### src/rtl/az_pkg.sv
// sequencer state encoding, register map, field widths and switch levels for the az core.
package az_pkg;

  ////////////////////////////////
  // field widths.
  ////////////////////////////////

  // an azmux code selects one of the analog mux inputs.
  localparam int azmux_w = 4;

  // the sample duration is long enough to hold several seconds at 20 MHz.
  localparam int duration_w = 32;

  // pre-charge settling is short, so 24 bits is ample.
  localparam int precharge_w = 24;

  // width of the debug monitor bus.
  localparam int monitor_w = 8;

  // host register port.
  localparam int reg_addr_w = 3;
  localparam int reg_data_w = 32;

  ////////////////////////////////
  // register addresses.
  ////////////////////////////////

  localparam logic [reg_addr_w-1:0] reg_ctrl      = 3'd0;
  localparam logic [reg_addr_w-1:0] reg_azmux     = 3'd1;
  localparam logic [reg_addr_w-1:0] reg_sample    = 3'd2;
  localparam logic [reg_addr_w-1:0] reg_precharge = 3'd3;
  localparam logic [reg_addr_w-1:0] reg_cycles    = 3'd4;

  // pre-charge switch levels. boot protects the signal from mux charge injection.
  localparam logic sw_pc_signal = 1'b1;
  localparam logic sw_pc_boot   = 1'b0;

  // each timed phase has an entry state of one cycle followed by a wait state.
  typedef enum logic [3:0] {
    idle            = 4'd0,
    pc_boot_entry   = 4'd1,
    pc_boot_wait    = 4'd2,
    hi_entry        = 4'd3,
    hi_wait         = 4'd4,
    sig_entry       = 4'd5,
    sig_wait        = 4'd6,
    reprotect_entry = 4'd7,
    reprotect_wait  = 4'd8,
    lo_entry        = 4'd9,
    lo_wait         = 4'd10,
    loop_end        = 4'd11
  } az_state_t;

endpackage

### src/rtl/az_frontend_top.sv
// top level joining the host register block to the auto-zero sequencer.
`timescale 1ns/1ps

module az_frontend_top #(
  parameter logic [az_pkg::duration_w-1:0]  default_sample    = 32'd400_000,
  parameter logic [az_pkg::precharge_w-1:0] default_precharge = 24'd10_000
) (
  input  logic                          clk,
  input  logic                          reset,
  input  logic                          reg_wr,
  input  logic [az_pkg::reg_addr_w-1:0] reg_addr,
  input  logic [az_pkg::reg_data_w-1:0] reg_wdata,
  output logic [az_pkg::reg_data_w-1:0] reg_rdata,
  output logic                          sw_pc_ctl,
  output logic [az_pkg::azmux_w-1:0]    azmux,
  output logic                          led0,
  output logic [az_pkg::monitor_w-1:0]  monitor,
  output logic                          sample_valid,
  output logic                          sample_phase
);
  import az_pkg::*;

  // register levels into the sequencer.
  logic                   run;
  logic [azmux_w-1:0]     azmux_lo_val;
  logic [azmux_w-1:0]     azmux_hi_val;
  logic [duration_w-1:0]  sample_duration;
  logic [precharge_w-1:0] precharge_duration;

  // end of loop pulse back to the cycle counter.
  logic cycle_done;

  // the reset defaults of the durations come from here.
  az_regs #(
    .default_sample    (default_sample),
    .default_precharge (default_precharge)
  ) u_regs (
    .clk                (clk),
    .reset              (reset),
    .reg_wr             (reg_wr),
    .reg_addr           (reg_addr),
    .reg_wdata          (reg_wdata),
    .cycle_done         (cycle_done),
    .reg_rdata          (reg_rdata),
    .run                (run),
    .azmux_lo_val       (azmux_lo_val),
    .azmux_hi_val       (azmux_hi_val),
    .sample_duration    (sample_duration),
    .precharge_duration (precharge_duration)
  );

  modulation_az u_mod (
    .clk                (clk),
    .reset              (reset),
    .run                (run),
    .azmux_lo_val       (azmux_lo_val),
    .azmux_hi_val       (azmux_hi_val),
    .sample_duration    (sample_duration),
    .precharge_duration (precharge_duration),
    .sw_pc_ctl          (sw_pc_ctl),
    .azmux              (azmux),
    .led0               (led0),
    .monitor            (monitor),
    .sample_valid       (sample_valid),
    .sample_phase       (sample_phase),
    .cycle_done         (cycle_done)
  );

endmodule

### src/rtl/az_regs.sv
// host register block with run bit, azmux codes, phase durations and cycle counter readback.
`timescale 1ns/1ps

module az_regs #(
  parameter logic [az_pkg::duration_w-1:0]  default_sample    = 32'd400_000,
  parameter logic [az_pkg::precharge_w-1:0] default_precharge = 24'd10_000
) (
  input  logic                          clk,
  input  logic                          reset,
  input  logic                          reg_wr,
  input  logic [az_pkg::reg_addr_w-1:0] reg_addr,
  input  logic [az_pkg::reg_data_w-1:0] reg_wdata,
  input  logic                          cycle_done,
  output logic [az_pkg::reg_data_w-1:0] reg_rdata,
  output logic                          run,
  output logic [az_pkg::azmux_w-1:0]    azmux_lo_val,
  output logic [az_pkg::azmux_w-1:0]    azmux_hi_val,
  output logic [az_pkg::duration_w-1:0] sample_duration,
  output logic [az_pkg::precharge_w-1:0] precharge_duration
);
  import az_pkg::*;

  // count of completed modulation cycles, held at all ones once full.
  logic [reg_data_w-1:0] cycle_count;

  ////////////////////////////////
  // configuration writes.
  ////////////////////////////////

  // a write strobe lands here and the new value is seen by the sequencer one
  // cycle later.
  // the sequencer only picks values up at a phase entry, so a change made
  // mid-phase shows from the next phase that uses it.
  always_ff @(posedge clk or posedge reset)
  begin
    if (reset)
    begin
      run                <= 1'b0;
      azmux_lo_val       <= '0;
      azmux_hi_val       <= '0;
      sample_duration    <= default_sample;
      precharge_duration <= default_precharge;
    end
    else if (reg_wr)
    begin
      case (reg_addr)
        reg_ctrl:
          run <= reg_wdata[0];
        reg_azmux:
        begin
          // lo code in the low nibble, hi code above it.
          azmux_lo_val <= reg_wdata[azmux_w-1:0];
          azmux_hi_val <= reg_wdata[2*azmux_w-1:azmux_w];
        end
        reg_sample:
          sample_duration <= reg_wdata[duration_w-1:0];
        reg_precharge:
          precharge_duration <= reg_wdata[precharge_w-1:0];
        // the cycle count is read-only and other addresses are unmapped.
        default:
          run <= run;
      endcase
    end
  end

  ////////////////////////////////
  // completed cycle counter.
  ////////////////////////////////

  // one increment per loop_end pulse from the sequencer.
  // the count saturates rather than wrapping, so a long run never looks short.
  always_ff @(posedge clk or posedge reset)
  begin
    if (reset)
    begin
      cycle_count <= '0;
    end
    else if (cycle_done && (cycle_count != {reg_data_w{1'b1}}))
    begin
      cycle_count <= cycle_count + 1'b1;
    end
  end

  ////////////////////////////////
  // readback.
  ////////////////////////////////

  // reads are combinational from the address, so software can confirm every
  // setting and poll progress without a read strobe.
  always_comb
  begin
    case (reg_addr)
      reg_ctrl:
        reg_rdata = {{(reg_data_w-1){1'b0}}, run};
      reg_azmux:
        reg_rdata = {{(reg_data_w-2*azmux_w){1'b0}}, azmux_hi_val, azmux_lo_val};
      reg_sample:
        reg_rdata = sample_duration;
      reg_precharge:
        reg_rdata = {{(reg_data_w-precharge_w){1'b0}}, precharge_duration};
      reg_cycles:
        reg_rdata = cycle_count;
      // unmapped addresses read as zero.
      default:
        reg_rdata = '0;
    endcase
  end

endmodule

### src/rtl/modulation_az.sv
// auto-zero and pre-charge sequencer with phase down-counter, sample strobes, led and monitor.
`timescale 1ns/1ps

module modulation_az (
  input  logic                           clk,
  input  logic                           reset,
  input  logic                           run,
  input  logic [az_pkg::azmux_w-1:0]     azmux_lo_val,
  input  logic [az_pkg::azmux_w-1:0]     azmux_hi_val,
  input  logic [az_pkg::duration_w-1:0]  sample_duration,
  input  logic [az_pkg::precharge_w-1:0] precharge_duration,
  output logic                           sw_pc_ctl,
  output logic [az_pkg::azmux_w-1:0]     azmux,
  output logic                           led0,
  output logic [az_pkg::monitor_w-1:0]   monitor,
  output logic                           sample_valid,
  output logic                           sample_phase,
  output logic                           cycle_done
);
  import az_pkg::*;

  az_state_t state;
  az_state_t state_next;

  // phase down-counter, loaded in each entry state.
  logic [duration_w-1:0] count;
  logic                  count_zero;

  // pre-charge duration widened to the counter width.
  logic [duration_w-1:0] precharge_ext;

  // monitor flags, hi code selected and signal sample running.
  logic mon_hi;
  logic mon_sig;

  assign precharge_ext = {{(duration_w-precharge_w){1'b0}}, precharge_duration};
  assign count_zero    = (count == '0);

  ////////////////////////////////
  // next state.
  ////////////////////////////////

  // the pre-charge switching sits inside the azmux switching in time.
  // the signal is moved to boot before the mux leaves hi and only goes back
  // to signal once the mux is settled on hi again.
  // each wait leaves in the cycle its counter reads zero.
  always_comb
  begin
    state_next = state;
    case (state)
      idle:
        if (run)
          state_next = pc_boot_entry;
      pc_boot_entry:
        state_next = pc_boot_wait;
      pc_boot_wait:
        if (count_zero)
          state_next = hi_entry;
      hi_entry:
        state_next = hi_wait;
      hi_wait:
        if (count_zero)
          state_next = sig_entry;
      sig_entry:
        state_next = sig_wait;
      sig_wait:
        if (count_zero)
          state_next = reprotect_entry;
      reprotect_entry:
        state_next = reprotect_wait;
      reprotect_wait:
        if (count_zero)
          state_next = lo_entry;
      lo_entry:
        state_next = lo_wait;
      lo_wait:
        if (count_zero)
          state_next = loop_end;
      // run is only looked at here, so a started cycle always completes.
      loop_end:
        state_next = run ? hi_entry : idle;
      default:
        state_next = idle;
    endcase
  end

  always_ff @(posedge clk or posedge reset)
  begin
    if (reset)
      state <= idle;
    else
      state <= state_next;
  end

  ////////////////////////////////
  // phase counter.
  ////////////////////////////////

  // a duration of d gives d+1 wait cycles, which with the entry cycle makes a
  // phase of d+2 cycles.
  always_ff @(posedge clk or posedge reset)
  begin
    if (reset)
    begin
      count <= '0;
    end
    else
    begin
      case (state)
        pc_boot_entry, hi_entry, reprotect_entry:
          count <= precharge_ext;
        sig_entry, lo_entry:
          count <= sample_duration;
        pc_boot_wait, hi_wait, sig_wait, reprotect_wait, lo_wait:
          if (!count_zero)
            count <= count - 1'b1;
        default:
          count <= count;
      endcase
    end
  end

  ////////////////////////////////
  // switch outputs.
  ////////////////////////////////

  // outputs change on the edge that enters a phase, decoded from the next state.
  // the azmux codes are picked up at that same edge.
  always_ff @(posedge clk or posedge reset)
  begin
    if (reset)
    begin
      sw_pc_ctl <= sw_pc_boot;
      azmux     <= '0;
      led0      <= 1'b0;
      mon_hi    <= 1'b0;
      mon_sig   <= 1'b0;
    end
    else if (state_next != state)
    begin
      case (state_next)
        // stopped. keep the signal protected.
        idle:
          sw_pc_ctl <= sw_pc_boot;
        pc_boot_entry:
        begin
          sw_pc_ctl <= sw_pc_boot;
          mon_hi    <= 1'b0;
          mon_sig   <= 1'b0;
        end
        // mux to the pre-charge output while it still holds boot.
        hi_entry:
        begin
          azmux  <= azmux_hi_val;
          mon_hi <= 1'b1;
        end
        // expose the signal and take the signal sample.
        sig_entry:
        begin
          sw_pc_ctl <= sw_pc_signal;
          led0      <= 1'b1;
          mon_sig   <= 1'b1;
        end
        // back to boot before the mux moves away, which ends the signal sample.
        reprotect_entry:
        begin
          sw_pc_ctl <= sw_pc_boot;
          led0      <= 1'b0;
          mon_sig   <= 1'b0;
        end
        // zero sample on the lo input.
        lo_entry:
        begin
          azmux  <= azmux_lo_val;
          mon_hi <= 1'b0;
        end
        default:
          sw_pc_ctl <= sw_pc_ctl;
      endcase
    end
  end

  ////////////////////////////////
  // strobes and monitor.
  ////////////////////////////////

  // a sample ends in the last wait cycle, just before the outputs change.
  assign sample_valid = count_zero && ((state == sig_wait) || (state == lo_wait));
  assign sample_phase = (state == sig_wait);
  assign cycle_done   = (state == loop_end);

  // bit 0 hi selected, bit 1 signal sample, bit 2 cycle done pulse.
  assign monitor = {{(monitor_w-3){1'b0}}, cycle_done, mon_sig, mon_hi};

endmodule

### config.mk
export PLATFORM = sky130hd
export DESIGN_NAME = az_frontend_top
export DESIGN_NICKNAME = d
export VERILOG_FILES = /design/src/rtl/az_pkg.sv /design/src/rtl/az_frontend_top.sv /design/src/rtl/az_regs.sv /design/src/rtl/modulation_az.sv
export SDC_FILE = /design/constraint.sdc
export NUM_CORES = 1
export LEC_CHECK = 0
export BUFFER_PORTS_ARGS = -buffer_cell sky130_fd_sc_hd__buf_2
export CAP_MARGIN = 15
export CORE_MARGIN = 2
export CORE_UTILIZATION = 50
export CTS_CLUSTER_SIZE = 25
export DETAILED_ROUTE_END_ITERATION = 8
export HOLD_SLACK_MARGIN = 0.02
export PLACE_DENSITY = 0.7
export SLEW_MARGIN = 20
export SYNTH_ARGS = -nofsm -noshare
export SYNTH_HDL_FRONTEND = slang
export SYNTH_HIERARCHICAL = 1
export SYNTH_SLANG_ARGS = --single-unit
### constraint.sdc
create_clock -name clk -period 4.8 [get_ports clk]
set_clock_uncertainty 0.05 [all_clocks]
set_input_delay 0 -clock clk [delete_from_list [all_inputs] [get_ports clk]]
set_output_delay 0 -clock clk [all_outputs]
set_load 0.02 [all_outputs]
==> reports/qor.tcl <==
set qor(result_of_the_run) {finished clean}
set qor(ys_seq_area_share_pct) 44.0
set qor(synth.distinct_cells) 64
set qor(biggest_fanout_along_the_worst_timing_path) 30
set qor(drt_pre_antenna_iters) 8
set qor(timing_hold_violations_final) 0
set qor(drtAntennaViolNets) 0
set qor(synth-simple-area-share_pct) 16.9
set qor(path_class) {flop to flop}
set qor(worstPathArrival_ns) 3.51
set qor(grt_first_pass_wirelength_mm) 37.0
set qor(synth_register_bits) 141
set qor(netlist_instances) 787
set qor(synthesis.area_per_instance_sq_um) 10.2
set qor(timing.final.setup_violations) 0
set qor(min_path_cells) 3
set qor(avgViaCountPerCell) 6.26
set qor(fmax_ghz) 0.303
set qor(cell_area_after_synthesis_sq_mm) 0.00805
set qor(port_buffers) 80
set qor(cpLargestDelayFamily) {simple AND/OR/NAND/NOR gates}
set qor(power.combinational.fraction_pct) 37.7
set qor(cts.htree.levels) 4
set qor(yosys_warnings) 6
set qor(cp.buffers_inverters) 0
set qor(power.net_switching_mw) 2.01
set qor(max_slew.worst_pin.slew_ns) 1.04
set qor(mostFrequentLayoutCells) {130 x sky130_fd_sc_hd__dfrtp_1, 80 x sky130_fd_sc_hd__buf_2, 79 x sky130_fd_sc_hd__mux2_2}
set qor(final.setup.tns_ns) 0
set qor(min_path_type) {primary input to flop}
set qor(layout-area-overhead-vs-synth_pct) 17.3
set qor(cts.reportedPaths.clkPinSlew_ns) 0.06
set qor(detailroute.via_count) 6928
set qor(regToRegSetupSlack_ns) 1.50
set qor(rr_worst_depth) 5
set qor(crit_slowest_cell) {sky130_fd_sc_hd__or4_4}
set qor(max-vdd-ir-drop_uv) 387
set qor(core_area_sq_mm) 0.0158
set qor(layout_commonest_cell) {sky130_fd_sc_hd__dfrtp_1}
set qor(clock-root-buffer) {sky130_fd_sc_hd__clkbuf_16}
set qor(crit_path_start_kind) {flop}
set qor(die_width_microns) 131
set qor(post_route_cells_drive_above_1_share_pct) 25.6
set qor(synth_enable_flop_cells) 0
set qor(synth_fa_ha_area_share_pct) 0.466
set qor(synth_compound_area_share_pct) 15.8
set qor(power_density_mw_per_mm2) 531
set qor(power.internal_mw) 3.00
set qor(ioPinCount) 86
set qor(initial_utilization_pct) 50.8
set qor(worstPathCellList) {nor4_2, nand4b_2, or4_4, nand2_1, o21ai_0}
set qor(synthesized_area_fraction_occupied_by_xor_and_xnor_cells_pct) 3.59
set qor(cts_tree) {yes}
set qor(max_cap_viol_count) 0
set qor(synth.area.mux_share_pct) 14.9
set qor(cp_slowest_stage_delay_ns) 0.85
set qor(worst_skew_late_latency_ns) 0.42
set qor(setup.worst_path.end) {u_mod/count[4]}
set qor(num-fill-cells) 1341
set qor(wl_per_cell_microns) 21.1
set qor(largest_family_of_logic_cells_by_synthesized_area) {simple AND/OR/NAND/NOR gates}
set qor(max_slew_margin_pct) 30.3
set qor(post_cts_resize_count) 0
set qor(clock-sinks) 141
set qor(ys.flop_type) {sky130_fd_sc_hd__dfrtp_1}
set qor(drc_errors) 0
set qor(layout_min_cycle_time_ns) 3.30
set qor(synthArstFlopShare_pct) 100
set qor(core.rowCount) 46
set qor(rsz_0062_raised_after_global_routing) {false}
set qor(finish.utilization_pct) 59.6
set qor(groute.usage.overall_pct) 28.5
set qor(antenna_found_initial) 0
set qor(power.share.sequential_pct) 36.8
set qor(reg2reg_from) {u_mod/count[18]}
set qor(leakage_nw) 4.00
set qor(power_switching_share_pct) 40.1
set qor(worst_setup_path_end_kind) {flop}
set qor(grt_pass1_vias) 6828
set qor(cts_buffers) 17
set qor(slew_viol_final) 0
set qor(clockBufferDepth) 2
set qor(nets) 918
set qor(antenna_cells_inserted) 0
set qor(timing.rr.end) {u_mod/count[4]}
set qor(gp_congestion) 0.967
set qor(worstSetupPathDepth) 5
set qor(grt_max_degree) 73
set qor(critical_path.startpoint) {u_mod/count[18]}
set qor(die-height_microns) 131
set qor(detailed_place_hpwl_mm) 16.3
set qor(wirelength_mm) 23.3
set qor(critical_path_rt_ns) 5.01
set qor(clock_power_share_pct) 25.6
set qor(timing.final.crit_share_pct) 68.7
set qor(globalRouteOverflowTotal) 0
set qor(drtIter0Drc) 761
set qor(die_area_sq_mm) 0.0171
==> area by class of cell <==
class / count / area (sq um) / share of cell area (%)
clock buffer: 17 / 425 / 4.51
multi-input combinational: 576 / 4180 / 44.2
inverter: 17 / 65.1 / 0.689
tap: 216 / 270 / 2.86
clock inverter: 15 / 149 / 1.58
sequential: 141 / 3540 / 37.5
timing repair buffer: 124 / 813 / 8.61
==> power by group through the flow <==
stage / clock (mW) / sequential [mW] / combinational [mW]
floorplan: 0 / 1.69 / 1.45
global placement: 0 / 1.81 / 1.77
detailed placement: 0 / 1.84 / 1.82
CTS: 1.30 / 1.83 / 1.86
global route: 1.36 / 1.88 / 2.05
finish: 1.28 / 1.84 / 1.89
==> layer usage <==
metal  global-route usage, %  part of all wire [%]  up-vias
met5                       0                     0        -
met4                    11.0                   2.3        0
met3                    5.17                   5.6       39
met2                    44.6                    48      269
met1                    39.6                    44     3490
li1                        -                     -     3130
==> how the worst min path moves through the flow <==
stage	slack [ns]	startpoint	end
2_1_floorplan	0.10	reg_wdata[20]	u_regs/precharge_duration[20]
3_3_place_gp	-0.04	reset	u_regs/azmux_lo_val[2]
3_5_place_dp	-0.02	reset	u_regs/azmux_lo_val[2]
4_1_cts	0.04	reg_wr	u_regs/run
5_1_grt	0.06	reg_wr	u_regs/run
6_report	0.04	reg_wr	u_regs/run
==> cell families after synthesis <==
| family | Yosys count |
|---|---|
| xor gates and xnor gates | 33 |
| AOI/OAI and AO/OA | 175 |
| DFF | 141 |
| adders and majority gates | 3 |
| and+or+nand+nor | 250 |
| buffers and inverters | 74 |
| other | 1 |
| muxes | 110 |
==> worst register-to-register path, stage by stage, from the launching register on <==
cell                       delay, ns
sky130_fd_sc_hd__dfrtp_1        0.44
sky130_fd_sc_hd__nor4_2         0.42
sky130_fd_sc_hd__nand4b_2       0.45
sky130_fd_sc_hd__or4_4          0.85
sky130_fd_sc_hd__nand2_1        0.71
sky130_fd_sc_hd__o21ai_0        0.22
==> registers in the layout (all words and copies together), names as in the netlist <==
signal,count
u_mod/azmux,4
u_mod/count,32
u_mod/led0,1
u_mod/mon_hi,1
u_mod/mon_sig,1
u_mod/state,4
u_mod/sw_pc_ctl,1
u_regs/azmux_hi_val,4
u_regs/azmux_lo_val,4
u_regs/cycle_count,32
u_regs/precharge_duration,24
u_regs/run,1
u_regs/sample_duration,32
==> timing repair <==
item,CTS,global route
hold buffers,33,0
buffers inserted,0,0
endpoints found under the hold margin,134,0
endpoints found under the setup margin,0,0
==> cells in the mapped netlist (3+ instances only) <==
library cell	count	share of area [%]
sky130_fd_sc_hd__buf_2	7	0.44
sky130_fd_sc_hd__a22o_1	13	1.4
sky130_fd_sc_hd__and2_1	4	0.31
sky130_fd_sc_hd__mux2i_1	31	3.9
sky130_fd_sc_hd__nor4_1	3	0.23
sky130_fd_sc_hd__mux2_2	79	11
sky130_fd_sc_hd__and3_1	7	0.54
sky130_fd_sc_hd__and4_1	7	0.76
sky130_fd_sc_hd__or4_1	4	0.37
sky130_fd_sc_hd__buf_6	3	0.42
sky130_fd_sc_hd__nor4_4	3	0.79
sky130_fd_sc_hd__nand4_1	18	1.4
sky130_fd_sc_hd__xor2_1	5	0.54
sky130_fd_sc_hd__nor4_2	3	0.47
sky130_fd_sc_hd__a22oi_1	22	2.1
sky130_fd_sc_hd__a21oi_1	13	0.81
sky130_fd_sc_hd__nor3_1	24	1.5
sky130_fd_sc_hd__dfstp_2	11	3.6
sky130_fd_sc_hd__o211ai_1	3	0.28
sky130_fd_sc_hd__nand3_1	43	2.7
sky130_fd_sc_hd__nor2_1	42	2.0
sky130_fd_sc_hd__a221oi_1	8	0.87
sky130_fd_sc_hd__or3_1	6	0.47
sky130_fd_sc_hd__inv_1	17	0.79
sky130_fd_sc_hd__xnor2_1	28	3.0
sky130_fd_sc_hd__a221o_1	3	0.37
sky130_fd_sc_hd__dfrtp_1	130	40
sky130_fd_sc_hd__nand2_1	58	2.7
sky130_fd_sc_hd__ha_1	3	0.47
sky130_fd_sc_hd__o2bb2ai_1	17	1.9
sky130_fd_sc_hd__a222oi_1	10	1.2
sky130_fd_sc_hd__o21ai_0	49	3.0
sky130_fd_sc_hd__o31ai_1	10	0.93
sky130_fd_sc_hd__nor2b_1	4	0.31
sky130_fd_sc_hd__a211oi_1	3	0.28
sky130_fd_sc_hd__clkbuf_1	36	1.7
sky130_fd_sc_hd__nand2b_1	11	0.86
sky130_fd_sc_hd__buf_4	10	0.93
sky130_fd_sc_hd__o41ai_1	6	0.65
==> stage by stage <==
step / hold WS (ns) / setup WS [ns] / cells / cell area, sq um / power (mW)
5_1_grt: 0.0571 / 1.26 / 1106 / 9440 / 5.28
3_5_place_dp: -0.0239 / 1.54 / 1041 / 8540 / 3.66
3_3_place_gp: -0.0371 / 1.62 / 1041 / 8540 / 3.58
4_1_cts: 0.0364 / 1.52 / 1106 / 9440 / 4.99
2_1_floorplan: 0.101 / 2.23 / 791 / 8060 / 3.14
6_report: 0.0432 / 1.50 / 1106 / 9440 / 5.01
No activity file was read; power rests on OpenSTA's default activity.
